$ cat config.mk
export PLATFORM = sky130hd
export DESIGN_NAME = run_length_coder_flat
export DESIGN_NICKNAME = d
export VERILOG_FILES = /design/src/design/jpeg_huffman_pkg.sv /design/src/design/jpeg_huffman_if.sv /design/src/design/run_length_coder.sv /design/src/flat_wrapper.sv
export VERILOG_INCLUDE_DIRS = /design/src /design/src/design
export SDC_FILE = /design/constraint.sdc
export NUM_CORES = 1
export LEC_CHECK = 0
export BUFFER_PORTS_ARGS = -buffer_cell sky130_fd_sc_hd__clkbuf_2
export CAP_MARGIN = 20
export CORE_MARGIN = 5
export CORE_UTILIZATION = 30
export DETAILED_ROUTE_END_ITERATION = 8
export HOLD_SLACK_MARGIN = 0.06
export PLACE_DENSITY = 0.63
export SLEW_MARGIN = 40
export SYNTH_ARGS = -nofsm -noshare
export SYNTH_HDL_FRONTEND = slang
export SYNTH_SLANG_ARGS = --single-unit
$ cat constraint.sdc
create_clock -name clock -period 2.9 [get_ports clock]
set_input_delay 0.29 -clock clock [delete_from_list [all_inputs] [get_ports clock]]
set_output_delay 0.29 -clock clock [all_outputs]
set_load 0.05 [all_outputs]
$ cat src/design/jpeg_huffman_params.svh
`ifndef JPEG_HUFFMAN_PARAMS_SVH
`define JPEG_HUFFMAN_PARAMS_SVH

// coefficient and block geometry
`define COEF_WIDTH        16
`define BLOCK_LEN         64
`define INDEX_WIDTH       6

// huffman table entries
`define CODE_WIDTH        16
`define CODE_LEN_WIDTH    5
`define CAT_WIDTH         4
`define SYMBOL_WIDTH      8
`define TABLE_ADDR_WIDTH  9

// packed output word
`define OUT_WIDTH         32
`define OUT_LEN_WIDTH     6

// run-length coding
`define ZRL_RUN           16
`define ZRL_SYMBOL        8'hf0
`define EOB_SYMBOL        8'h00

`endif

$ cat src/design/jpeg_huffman_pkg.sv
`include "jpeg_huffman_params.svh"

package jpeg_huffman_pkg;

    // quantized coefficient as read from the block memory
    typedef logic signed [`COEF_WIDTH-1:0] coef_t;

    // zig-zag position inside one 8x8 block
    typedef logic [`INDEX_WIDTH-1:0] index_t;

    // magnitude category, also the number of value bits
    typedef logic [`CAT_WIDTH-1:0] category_t;

    typedef logic [`CODE_WIDTH-1:0] code_t;
    typedef logic [`CODE_LEN_WIDTH-1:0] code_len_t;

    // msb selects the ac half of the table store
    typedef logic [`TABLE_ADDR_WIDTH-1:0] table_addr_t;

    typedef logic [`OUT_WIDTH-1:0] out_word_t;
    typedef logic [`OUT_LEN_WIDTH-1:0] out_len_t;

    typedef enum logic {
        FETCH_IDLE,
        FETCH_RUN
    } fetch_state_t;

    // tells the packer how a word is built
    typedef enum logic [1:0] {
        SYM_DC,
        SYM_AC,
        SYM_ZRL,
        SYM_EOB
    } symbol_kind_t;

endpackage

$ cat src/design/jpeg_huffman_if.sv
`timescale 1ns/1ps

// categorized coefficient, one per cycle, no handshake
interface coded_coef_if;
    import jpeg_huffman_pkg::*;

    logic      valid;
    logic      is_dc;
    logic      is_last;
    index_t    index;
    code_t     value_bits;
    category_t category;

    modport source (output valid, is_dc, is_last, index, value_bits, category);
    modport sink (input valid, is_dc, is_last, index, value_bits, category);
endinterface

// symbol item, lined up with its table read at the packer
interface symbol_if;
    import jpeg_huffman_pkg::*;

    logic         valid;
    symbol_kind_t kind;
    logic         is_last;
    code_t        value_bits;
    category_t    category;

    modport source (output valid, kind, is_last, value_bits, category);
    modport sink (input valid, kind, is_last, value_bits, category);
endinterface

// code table read port, data one cycle after the address
interface table_lookup_if;
    import jpeg_huffman_pkg::*;

    table_addr_t rd_addr;
    code_t       rd_code;
    code_len_t   rd_length;

    modport requester (output rd_addr);
    modport reader (input rd_code, rd_length);
    modport responder (input rd_addr, output rd_code, rd_length);
endinterface

$ cat src/design/run_length_coder.sv
`timescale 1ns/1ps
`include "jpeg_huffman_params.svh"

module run_length_coder (
    input  logic                     clock,
    input  logic                     nreset,
    coded_coef_if.sink               coef,
    symbol_if.source                 sym,
    table_lookup_if.requester        lookup,
    output logic                     rollback,
    output jpeg_huffman_pkg::index_t rollback_index
);
    import jpeg_huffman_pkg::*;

    index_t                   zero_count;
    logic                     is_zero;
    logic                     emit;
    symbol_kind_t             kind;
    logic [`SYMBOL_WIDTH-1:0] symbol;

    ////////////////////////////////////////////////////////////////////////////
    // symbol decision

    always_comb begin
        is_zero = (coef.category == '0);

        // a nonzero behind sixteen or more zeros becomes a zrl and is refetched
        rollback = coef.valid && !coef.is_dc && !is_zero
                   && (zero_count >= index_t'(`ZRL_RUN));
        rollback_index = coef.index - zero_count + index_t'(`ZRL_RUN);

        emit = coef.valid;
        if (coef.is_dc) begin
            kind = SYM_DC;
            symbol = `SYMBOL_WIDTH'(coef.category);
        end else if (rollback) begin
            kind = SYM_ZRL;
            symbol = `ZRL_SYMBOL;
        end else if (is_zero) begin
            // zeros are silent except in the last position
            kind = SYM_EOB;
            symbol = `EOB_SYMBOL;
            emit = coef.valid && coef.is_last;
        end else begin
            kind = SYM_AC;
            symbol = {zero_count[3:0], coef.category};
        end

        // select bit picks the ac half of the store
        lookup.rd_addr = {!coef.is_dc, symbol};
    end

    ////////////////////////////////////////////////////////////////////////////
    // zero run counter

    always_ff @(posedge clock) begin
        if (nreset) begin
            zero_count <= '0;
        end else if (coef.valid) begin
            if (coef.is_dc || rollback || !is_zero) begin
                zero_count <= '0;
            end else begin
                zero_count <= zero_count + 1'b1;
            end
        end
    end

    // registered alongside the table read so both reach the packer together
    always_ff @(posedge clock) begin
        if (nreset) begin
            sym.valid <= 1'b0;
        end else begin
            sym.valid <= emit;
        end
        sym.kind <= kind;
        sym.is_last <= coef.is_last;
        sym.value_bits <= coef.value_bits;
        sym.category <= coef.category;
    end

    // the item behind a zrl must be dropped by the categorizer
    assert property (@(posedge clock) disable iff (nreset) rollback |=> !coef.valid)
        else $error("item behind a zrl was kept after rollback");

endmodule

$ cat src/flat_wrapper.sv
// flat-port wrapper written by rule: the top's interface ports become plain ports
module run_length_coder_flat import jpeg_huffman_pkg::*;
  (clock, nreset, rollback, rollback_index, coef_valid, coef_is_dc, coef_is_last, coef_index, coef_value_bits, coef_category, sym_valid, sym_kind, sym_is_last, sym_value_bits, sym_category, lookup_rd_addr);
  coded_coef_if coef_i ();
  symbol_if sym_i ();
  table_lookup_if lookup_i ();
  input  logic clock;
  input  logic nreset;
  output logic rollback;
  output jpeg_huffman_pkg::index_t rollback_index;
  input wire logic [$bits(coef_i.valid)-1:0] coef_valid;
  input wire logic [$bits(coef_i.is_dc)-1:0] coef_is_dc;
  input wire logic [$bits(coef_i.is_last)-1:0] coef_is_last;
  input wire logic [$bits(coef_i.index)-1:0] coef_index;
  input wire logic [$bits(coef_i.value_bits)-1:0] coef_value_bits;
  input wire logic [$bits(coef_i.category)-1:0] coef_category;
  output wire logic [$bits(sym_i.valid)-1:0] sym_valid;
  output wire logic [$bits(sym_i.kind)-1:0] sym_kind;
  output wire logic [$bits(sym_i.is_last)-1:0] sym_is_last;
  output wire logic [$bits(sym_i.value_bits)-1:0] sym_value_bits;
  output wire logic [$bits(sym_i.category)-1:0] sym_category;
  output wire logic [$bits(lookup_i.rd_addr)-1:0] lookup_rd_addr;
  assign coef_i.valid = coef_valid;
  assign coef_i.is_dc = coef_is_dc;
  assign coef_i.is_last = coef_is_last;
  assign coef_i.index = coef_index;
  assign coef_i.value_bits = coef_value_bits;
  assign coef_i.category = coef_category;
  assign sym_valid = sym_i.valid;
  assign sym_kind = sym_i.kind;
  assign sym_is_last = sym_i.is_last;
  assign sym_value_bits = sym_i.value_bits;
  assign sym_category = sym_i.category;
  assign lookup_rd_addr = lookup_i.rd_addr;
  run_length_coder u_core (.clock(clock), .nreset(nreset), .coef(coef_i), .sym(sym_i), .lookup(lookup_i), .rollback(rollback), .rollback_index(rollback_index));
endmodule
==> flow_summary_export.csv, run 1 <==
group,metric,value,unit
status,outcome,"completed",
worst_setup_path,timing.rr.end,"u_core.zero_count[4]$_SDFFE_PP0P_",
cts,clk_pin_slew,0.06,ns
synth,synth_top_family_by_area,"simple AND/OR/NAND/NOR gates",
worst_setup_path,r2r_start,"u_core.zero_count[0]$_SDFFE_PP0P_",
cts,cts_buffers,5,
sta,fin_ws,0.302,ns
synth,synth.distinct_cells,25,
detailed_routing,firstDrtPassIters,4,
cts,hold_buffers,0,
synth,synth_compound_area_share,8.75,%
placed_design,place_area,1550,um^2
detailed_routing,routed_via_density,4.26,
synth,synth_seq_area_share,52.5,%
placed_design,portBuffers,70,
cts,cts_resized,0,
die,initial_core_util,31.0,%
pwr,ir_drop,305,uV
die,fp-row-count,22,
flow_run,drv_cap,0,
synth,syn_area,1140,um^2
synth,yosysWarnings,0,
sta,worst_slew_pin_slew,0.319,ns
sta,rsz0062_at_grt,"no",
placed_design,pre_cts_slack,0.614,ns
die,core_area,3690,um^2
finish,nFillCells,402,
sta,relSlewSlack,78.8,%
grt,gr-total-overflow,0,
die,die_x,71.7,um
hold_path,hold_class,"input pin to register",
worst_setup_path,rr_worst_depth,5,
cts,cts.path.max_buffers,2,
worst_setup_path,worst_ep_arrival_time,2.31,ns
placed_design,hpwl,2300,um
grt,grt_usage,11.1,%
grt,grt_max_degree,15,
worst_setup_path,required,2.61,ns
cts,clock_latency,0.27,ns
cts,h-tree-depth,2,
sta,setup_tns,0,ns
worst_setup_path,cp-start-kind,"register",
synth,muxShareOfSynthArea,0,%
synth,post_synth_xor_area_fraction,4.60,%
cts,cts_root_buf,"clkbuf_8",
detailed_routing,final_antenna_net_count,0,
grt,antenna_found_initial,0,
die,ioPinCount,71,
detailed_routing,post_drt_wl_per_cell,11.7,um
pwr,leakagePower,0.843,nW
worst_setup_path,crit_start,"u_core.zero_count[1]$_SDFFE_PP0P_",
finish,synthToLayoutAreaGrowth,43.4,%
pwr,p_comb_share,21.9,%
pwr,power_density,596,nW/um^2
grt,grt_pass1_vias,980,
worst_setup_path,crit_end,"rollback_index[5]",
grt,grt_pass1_wl,4440,um
pwr,clock_power_share,33.7,%
worst_setup_path,end_kind,"primary output",
worst_setup_path,crit_type,"register to primary output",
cts,post_cts_buffers,0,
synth,ys_seq_elements,30,
finish,drive_gt1_share,43.0,%
cts,clock_sinks,30,
pwr,sw_frac_of_total,30.8,%
detailed_routing,drc,0,
hold_path,hold_depth,1,
placed_design,gp_congestion,0.774,
detailed_routing,vias,998,
sta,max_freq,0.385,GHz
synth,syn-num-nets,151,
finish,diodes,0,
worst_setup_path,r2r_slack,1.71,ns
synth,synthCells,109,
sta,hold_viol,0,
sta,min_period,2.60,ns
pwr,seq_power_share,44.4,%
synth,synthAdderAreaFrac,12.7,%
finish,final_cell_area,1640,um^2
pwr,switchingPower,302,uW
sta,fin_worst_skew,0.00293,ns
detailed_routing,wl,2740,um
sta,fin_crit_sh,89.6,%
pwr,p_int,676,uW
cts,cts_tree,"built",
worst_setup_path,path_max_fanout,5,
sta,finalSetupViolations,0,
die,die_area,5150,um^2
synth,synth-simple-area-share,16.4,%
detailed_routing,first_iter_violations,30,
sta,maxSlewViolCount,0,
synth,synth.avg_cell_area,10.5,um^2
finish,final_nets,227,
die,die_h,71.7,um
power by group through the flow:
| stage | clock [mW] | combinational, mW | sequential (mW) |
|---|---|---|---|
| 2_1_floorplan | 0 | 0.0934 | 0.505 |
| 3_3_place_gp | 0 | 0.216 | 0.442 |
| 3_5_place_dp | 0 | 0.216 | 0.443 |
| 4_1_cts | 0.340 | 0.217 | 0.434 |
| 5_1_grt | 0.365 | 0.226 | 0.436 |
| 6_report | 0.329 | 0.214 | 0.434 |
how the worst min path moves through the flow:
stage	to	startpoint	slack, ns
global route	u_core.sym.value_bits[14]$_DFF_P_	coef_value_bits[14]	0.10
finish	u_core.sym.value_bits[8]$_DFF_P_	coef_value_bits[8]	0.12
detailed placement	u_core.sym.value_bits[12]$_DFF_P_	coef_value_bits[12]	0.39
global placement	u_core.sym.value_bits[0]$_DFF_P_	coef_value_bits[0]	0.39
CTS	u_core.sym.value_bits[12]$_DFF_P_	coef_value_bits[12]	0.11
floorplan	u_core.sym.category[0]$_DFF_P_	coef_category[0]	0.32
kinds of logic after synthesis:
| family | after synthesis |
|---|---|
| buf+inv | 15 |
| xor+xnor | 6 |
| fa+ha+maj | 11 |
| compound gates | 15 |
| simple gates | 32 |
| flops | 30 |
sequential cells by signal, summed over array words and instances (netlist names):
name / count
u_core.sym.value_bits: 16
u_core.sym.category: 4
u_core.sym.is_last: 1
u_core.sym.valid: 1
u_core.sym.kind: 2
u_core.zero_count: 6
through the flow:
stage	util [%]	hold WS [ns]	power, mW	std cells
after global placement	42.0	0.393	0.658	226
after global routing	44.5	0.103	1.03	234
final	44.5	0.119	0.978	234
after CTS	44.5	0.112	0.991	234
after floorplan	-	0.318	0.598	109
after detailed placement	42.0	0.395	0.660	226
cell usage after synthesis, drive strengths merged:
cell	instances	area, um^2
or4	1	11.3
ha	10	125
a31oi	2	12.5
o21a	4	30.0
fa	1	20.0
nor2b	5	31.3
nor3	2	10.0
nand2	1	3.75
nand3	8	40.0
o211a	1	10.0
buf	1	5.00
nor3b	1	7.51
or2	1	6.26
o31ai	1	7.51
and2	2	12.5
nand2b	4	25.0
xnor2	6	52.6
a21o	2	15.0
dfxtp	30	601
nand3b	1	7.51
nand4	1	6.26
inv	14	52.6
nor2	5	26.3
a21oi	5	25.0
worst max-delay path, stage by stage (launching register included):
cell and delay [ns]:
dfxtp_1 0.40, inv_1 0.06, ha_1 0.27, ha_1 0.16
inv_1 0.05, fa_1 0.40, inv_1 0.07, a21o_1 0.11
a21oi_1 0.07, xnor2_1 0.15, clkbuf_2 0.30
final cells by class:
class / instances / area (um^2) / area share, %
Clock inverter: 1 / 5.00 / 0.305
Sequential cell: 30 / 601 / 36.6
Timing Repair Buffer: 70 / 350 / 21.4
Clock buffer: 7 / 86.3 / 5.26
Inverter: 14 / 52.6 / 3.20
Tap cell: 48 / 60.1 / 3.66
Multi-Input combinational cell: 64 / 485 / 29.6
layout by cell type, fill, tap and decap left out, types with 4 or more instances in the layout:
master	count
clkbuf_2	70
dfxtp_1	30
inv_1	14
ha_1	10
nand3_1	8
xnor2_1	6
clkbuf_8	6
a21oi_1	5
nor2b_1	5
o21a_1	4
nor2_1	4
nand2b_1	4
metal layers:
metal | GRT usage (%) | part of all wire, % | wire length (um) | vias to the layer above
li1 | - | - | - | 514
met1 | 12.4 | 39 | 1080 | 462
met2 | 20.2 | 56 | 1520 | 20
met3 | 3.65 | 4.1 | 113 | 2
met4 | 3.13 | 0.95 | 26 | 0
met5 | 0 | 0 | 0 | -
No activity file was read; power rests on OpenSTA's default activity.
==> run 2, diff against run 1 <==
--- a/config.mk
+++ b/config.mk
@@ -6,14 +6,15 @@
 export SDC_FILE = /design/constraint.sdc
 export NUM_CORES = 1
 export LEC_CHECK = 0
+export ABC_AREA = 1
 export BUFFER_PORTS_ARGS = -buffer_cell sky130_fd_sc_hd__clkbuf_2
 export CAP_MARGIN = 20
 export CORE_MARGIN = 5
 export CORE_UTILIZATION = 30
 export DETAILED_ROUTE_END_ITERATION = 8
 export HOLD_SLACK_MARGIN = 0.06
-export PLACE_DENSITY = 0.63
-export SLEW_MARGIN = 40
+export PLACE_DENSITY = 0.62
+export SLEW_MARGIN = 20
 export SYNTH_ARGS = -nofsm -noshare
 export SYNTH_HDL_FRONTEND = slang
 export SYNTH_SLANG_ARGS = --single-unit
==> run 2 against run 1 <==
Against the previous run:
- global-route usage barely moved
- count of clock-buffer cells in the layout fell by 1
- die area grew 3.6%
- critical endpoint unchanged
- largest cell class unchanged
==> flow_summary_export.csv, run 2 <==
group,metric,value,unit
status,outcome,"completed",
grt,grtUsageMet1,12.5,%
synth,synthCells,141,
synth,yosysWarnings,0,
worst_setup_path,cp-start-kind,"register",
grt,busiest_layer,"met2",
die,core_area,3910,um^2
grt,gr-total-overflow,0,
detailed_routing,firstDrtPassIters,4,
worst_setup_path,r2r_slack,1.81,ns
worst_setup_path,required,2.61,ns
grt,grt_usage,11.2,%
grt,grt_pass1_wl,4600,um
finish,final_nets,259,
finish,drive_gt1_share,38.7,%
cts,clock_sinks,30,
cts,post_cts_buffers,0,
synth,yosys.area.top_type,"dfxtp_1",
hold_path,hold_class,"input pin to register",
sta,hold_viol,0,
cts,h-tree-depth,2,
cts,cts_root_buf,"clkbuf_8",
synth,synth_edf_count,0,
hold_path,worstHoldStart,"coef_value_bits[7]",
pwr,ir_drop,369,uV
worst_setup_path,timing.rr.end,"u_core.zero_count[4]$_SDFFE_PP0P_",
pwr,power_density,629,nW/um^2
worst_setup_path,worst_ep_arrival_time,2.22,ns
finish,mostFrequentLayoutCell,"clkbuf_2",
finish,nFillCells,427,
detailed_routing,wl,2790,um
synth,synth.distinct_cells,18,
synth,ys.flop_type,"dfxtp_1",
worst_setup_path,end_kind,"primary output",
synth,async_flop_share,0,%
die,ioPinCount,71,
synth,synth_seq_area_share,50.4,%
cts,cts_buffers,5,
sta,max_freq,0.399,GHz
cts,clk_pin_slew,0.06,ns
worst_setup_path,slowest_stage,"fa_1",
finish,synthToLayoutAreaGrowth,43.2,%
grt,antenna_found_initial,0,
sta,fin_worst_skew,0.00356,ns
sta,worst_slew_pin_slew,0.346,ns
worst_setup_path,crit_start,"u_core.zero_count[1]$_SDFFE_PP0P_",
synth,netlist.area_leader.share,50.4,%
synth,ys_seq_elements,30,
cts,cts.path.max_buffers,2,
die,fp-row-count,23,
worst_setup_path,crit_end,"rollback_index[5]",
sta,maxSlewViolCount,0,
sta,min_period,2.51,ns
detailed_routing,final_antenna_net_count,0,
worst_setup_path,worstSetupPathDepth,11,
finish,largest_register_ffs,16,
sta,rsz0062_at_grt,"no",
flow_run,drv_cap,0,
worst_setup_path,path_max_fanout,4,
detailed_routing,drc,0,
worst_setup_path,slowest_delay,0.40,ns
sta,relSlewSlack,76.9,%
grt,grt_pass1_vias,1118,
placed_design,hpwl,2330,um
synth,syn_area,1190,um^2
cts,hold_buffers,0,
grt,grtUsageMet3,4.55,%
sta,fin_ws,0.393,ns
finish,largest_register,"u_core.sym.value_bits",
worst_setup_path,r2r_start,"u_core.zero_count[1]$_SDFFE_PP0P_",
grt,met2_usage,18.6,%
finish,diodes,0,
sta,setup_tns,0,ns
synth,synth_area_leaders,"dfxtp_1 50%, ha_1 11%, nand2_1 9.1%",
worst_setup_path,crit_family,"adder cells",
finish,final_cell_mix,"70 x clkbuf_2, 30 x dfxtp_1, 29 x nand2_1",
die,die_area,5330,um^2
placed_design,gp_congestion,0.751,
cts,clock_latency,0.27,ns
die,die_x,73.0,um
finish,top_regs,"u_core.sym.value_bits (16), u_core.zero_count (6), u_core.sym.category (4)",
detailed_routing,vias,1124,
grt,grt_max_degree,10,
placed_design,pre_cts_slack,0.694,ns
die,initial_core_util,30.4,%
worst_setup_path,worst-path-buf-inv,4,
detailed_routing,routed_via_density,4.21,
placed_design,portBuffers,70,
cts,cts_resized,0,
synth,yosysMostFrequentCell,"dfxtp_1",
die,die_h,73.0,um
sta,fin_crit_sh,86.5,%
worst_setup_path,rr_worst_depth,5,
worst_setup_path,crit_path_cell_trace,"inv_1, ha_1, ha_1, inv_1, fa_1, nor2_1, nor2_1, inv_1, nand2_1, nand2_1, clkbuf_2",
synth,synth.avg_cell_area,8.45,um^2
detailed_routing,post_drt_wl_per_cell,10.4,um
synth,yosys-top-cells-count,"30 x dfxtp_1, 29 x nand2_1, 25 x inv_1",
detailed_routing,first_iter_violations,30,
pwr,leakagePower,0.915,nW
sta,finalSetupViolations,0,
cts,cts_tree,"built",
synth,syn-num-nets,183,
worst_setup_path,cp_common_cell,"inv_1",
worst_setup_path,crit_type,"register to primary output",
-- run 2: changes by cell type after synthesis, moves of 4 or more --
cell / before / now
nand2_1: 1 / 29
nor2_1: 4 / 17
inv_1: 14 / 25
nor2b_1: 5 / 0
xnor2_1: 6 / 1
nand2b_1: 4 / 0
o21a_1: 4 / 0
-- run 2: cell families after synthesis --
group / synth area share, %
xor+xnor: 1.47
compound gates: 6.30
buf+inv: 9.14
fa+ha+maj: 12.2
flops: 50.4
simple gates: 20.5
-- run 2: routing by layer --
| metal | vias up | part of all wire, % | wire length (um) |
|---|---|---|---|
| li1 | 581 | - | - |
| met1 | 499 | 41 | 1140 |
| met2 | 39 | 49 | 1370 |
| met3 | 5 | 8.5 | 238 |
| met4 | 0 | 1.4 | 38 |
| met5 | - | 0 | 0 |
-- run 2: worst min-delay path by stage --
| stage | endpoint | slack, ns | depth (start not counted) |
|---|---|---|---|
| 2_1_floorplan | u_core.sym.category[0]$_DFF_P_ | 0.32 | 0 |
| 4_1_cts | u_core.sym.value_bits[10]$_DFF_P_ | 0.10 | 1 |
| 3_5_place_dp | u_core.sym.value_bits[1]$_DFF_P_ | 0.39 | 1 |
| 6_report | u_core.sym.value_bits[7]$_DFF_P_ | 0.11 | 1 |
| 3_3_place_gp | u_core.sym.value_bits[15]$_DFF_P_ | 0.39 | 1 |
| 5_1_grt | u_core.sym.value_bits[11]$_DFF_P_ | 0.1 | 1 |
-- run 2: area by class of cell --
type	instances	area [um^2]	area share, %
Clock buffer	6	82.6	4.84
Inverter	26	97.6	5.72
Clock inverter	1	30.0	1.76
Tap cell	50	62.6	3.67
Multi-Input combinational cell	84	482	28.2
Timing Repair Buffer	70	350	20.5
Sequential cell	30	601	35.2
-- run 2: stage by stage --
stage	hold WS [ns]	utilization, %	total power [mW]	cells	area [um^2]
2_1_floorplan	0.318	-	0.604	141	1190
3_3_place_gp	0.392	40.7	0.664	260	1590
3_5_place_dp	0.394	40.7	0.666	260	1590
4_1_cts	0.104	43.6	1.09	267	1710
5_1_grt	0.0970	43.6	1.13	267	1710
6_report	0.112	43.6	1.07	267	1710
-- run 2: where the power goes --
part	switching (mW)	internal [mW]	leakage [nW]
logic	0.165	0.0538	0.607
registers	0.00399	0.430	0.250
clock network	0.146	0.274	0.0573
==> run 3, diff against run 2 <==
--- a/config.mk
+++ b/config.mk
@@ -10,10 +10,10 @@
 export BUFFER_PORTS_ARGS = -buffer_cell sky130_fd_sc_hd__clkbuf_2
 export CAP_MARGIN = 20
 export CORE_MARGIN = 5
-export CORE_UTILIZATION = 30
+export CORE_UTILIZATION = 45
 export DETAILED_ROUTE_END_ITERATION = 8
 export HOLD_SLACK_MARGIN = 0.06
-export PLACE_DENSITY = 0.62
+export PLACE_DENSITY = 0.86
 export SLEW_MARGIN = 20
 export SYNTH_ARGS = -nofsm -noshare
 export SYNTH_HDL_FRONTEND = slang
==> run 3 against run 2 <==
Against the previous run:
- count of clock-buffer cells in the layout increased by 1
- critical path depth unchanged
- register-to-register slack improved by 0.02 ns
- routed wire length increased by 18%
==> flow_summary_export.csv, run 3 (synthesis results as in run 2) <==
group,metric,value,unit
cts,clock_sinks,30,
sta,finalSetupViolations,0,
cts,post_cts_buffers,0,
worst_setup_path,required,2.61,ns
worst_setup_path,r2r_slack,1.83,ns
worst_setup_path,rr_worst_depth,5,
detailed_routing,wl,3280,um
sta,fin_ws,0.390,ns
die,core_area,2500,um^2
detailed_routing,final_antenna_net_count,0,
placed_design,pre_cts_slack,0.719,ns
sta,fin_crit_sh,86.5,%
hold_path,hold_class,"input pin to register",
pwr,leakagePower,0.956,nW
detailed_routing,firstDrtPassIters,6,
detailed_routing,post_drt_wl_per_cell,12.5,um
finish,final_nets,274,
finish,largest_register,"u_core.sym.value_bits",
die,die_area,3780,um^2
finish,drive_gt1_share,36.1,%
placed_design,gp_congestion,0.786,
cts,cts_buffers,5,
die,fp-row-count,18,
finish,top_regs,"u_core.sym.value_bits (16), u_core.zero_count (6), u_core.sym.category (4)",
hold_path,worstHoldStart,"coef_is_last",
worst_setup_path,slowest_delay,0.40,ns
die,die_h,61.5,um
worst_setup_path,r2r_start,"u_core.zero_count[1]$_SDFFE_PP0P_",
worst_setup_path,slowest_stage,"fa_1",
placed_design,hpwl,2210,um
detailed_routing,routed_via_density,4.57,
grt,grt_usage,18.8,%
grt,gr-total-overflow,0,
sta,min_period,2.51,ns
worst_setup_path,path_max_fanout,4,
detailed_routing,drc,0,
cts,cts.path.max_buffers,2,
pwr,ir_drop,438,uV
grt,antenna_found_initial,0,
sta,hold_viol,0,
grt,grt_pass1_wl,5050,um
sta,setup_tns,0,ns
cts,clock_latency,0.31,ns
detailed_routing,first_iter_violations,46,
cts,clk_pin_slew,0.09,ns
grt,grt_max_degree,10,
pwr,power_density,519,nW/um^2
worst_setup_path,worst_ep_arrival_time,2.22,ns
sta,relSlewSlack,75.1,%
flow_run,drv_cap,0,
finish,mostFrequentLayoutCell,"clkbuf_2",
status,outcome,"completed",
finish,synthToLayoutAreaGrowth,49.3,%
worst_setup_path,crit_path_cell_trace,"inv_1, ha_1, ha_1, inv_1, fa_1, nor2_1, nor2_1, inv_1, nand2_1, nand2_1, clkbuf_2",
sta,fin_worst_skew,0.0101,ns
hold_path,whs_endpoint,"u_core.sym.is_last$_DFF_P_",
detailed_routing,vias,1202,
sta,rsz0062_at_grt,"no",
cts,cts_root_buf,"clkbuf_4",
die,initial_core_util,47.6,%
sta,worst_slew_pin_slew,0.373,ns
worst_setup_path,cp_common_cell,"inv_1",
die,die_x,61.5,um
worst_setup_path,timing.rr.end,"u_core.zero_count[4]$_SDFFE_PP0P_",
worst_setup_path,crit_type,"register to primary output",
finish,largest_register_ffs,16,
placed_design,portBuffers,70,
cts,h-tree-depth,2,
finish,final_cell_mix,"70 x clkbuf_2, 30 x dfxtp_1, 29 x nand2_1",
die,ioPinCount,71,
cts,cts_tree,"built",
grt,grt_pass1_vias,1179,
worst_setup_path,end_kind,"primary output",
sta,maxSlewViolCount,0,
hold_path,hold_depth,1,
finish,diodes,0,
sta,max_freq,0.398,GHz
worst_setup_path,cp-start-kind,"register",
[run 3: changes by cell type in the layout (fill, tap and decap cells not counted), sizes merged]
cell         change
dlygate4sd3     +15
bufinv           -1
clkinv           +1
clkbuf           +1
[run 3: where the power goes]
part / switching [mW] / leakage, nW / internal, mW
combinational: 0.171 / 0.670 / 0.0670
sequential: 0.00543 / 0.250 / 0.429
clock: 0.133 / 0.0353 / 0.117
[run 3: worst max path at each step]
| stage | cells past startpoint | start | endpoint | slack [ns] |
|---|---|---|---|---|
| after global placement | 11 | u_core.zero_count[1]$_SDFFE_PP0P_ | rollback_index[5] | 0.75 |
| after floorplan | 6 | u_core.zero_count[1]$_SDFFE_PP0P_ | rollback_index[3] | 0.52 |
| after detailed placement | 11 | u_core.zero_count[1]$_SDFFE_PP0P_ | rollback_index[5] | 0.72 |
| after CTS | 11 | u_core.zero_count[1]$_SDFFE_PP0P_ | rollback_index[5] | 0.37 |
| after global routing | 11 | u_core.zero_count[1]$_SDFFE_PP0P_ | rollback_index[5] | 0.20 |
| final | 11 | u_core.zero_count[1]$_SDFFE_PP0P_ | rollback_index[5] | 0.39 |
[run 3: routing by layer]
| metal | vias up | GRT usage [%] | routed length (um) |
|---|---|---|---|
| met4 | 0 | 6.36 | 25 |
| met5 | - | 0 | 0 |
| met3 | 2 | 13.8 | 574 |
| li1 | 618 | - | - |
| met1 | 520 | 17.9 | 1180 |
| met2 | 62 | 31.6 | 1500 |
[run 3: final cells by class]
cell class,count,area (um^2)
Clock buffer,7,55.1
Sequential cell,30,601
Inverter,26,97.6
Timing Repair Buffer,85,500
Clock inverter,1,5.00
Multi-Input combinational cell,84,482
Fill cell,188,722
Tap cell,30,37.5
[run 3: stage by stage]
| step | hold slack, ns | total power, mW | cells | area (um^2) | util [%] |
|---|---|---|---|---|---|
| CTS | 0.0603 | 0.914 | 253 | 1680 | 67.1 |
| global route | 0.0617 | 0.974 | 263 | 1780 | 71.1 |
| floorplan | 0.318 | 0.604 | 141 | 1190 | - |
| global placement | 0.392 | 0.661 | 240 | 1570 | 62.7 |
| finish | 0.0942 | 0.923 | 263 | 1780 | 71.1 |
| detailed placement | 0.394 | 0.664 | 240 | 1570 | 62.7 |
[run 3: worst max-delay path: cells and delay by family (launching register included)]
kind / cells / cell delay (ns)
adder cells (fa/ha/maj): 3 / 0.83
buffers and inverters: 4 / 0.43
flip-flops: 1 / 0.39
AND/OR/NAND/NOR: 4 / 0.26
[run 3: timing repair]
item                      4_1_cts  5_1_grt
hold buffers                    5       10
gates resized for setup         0        0
hold endpoints to repair        5       10
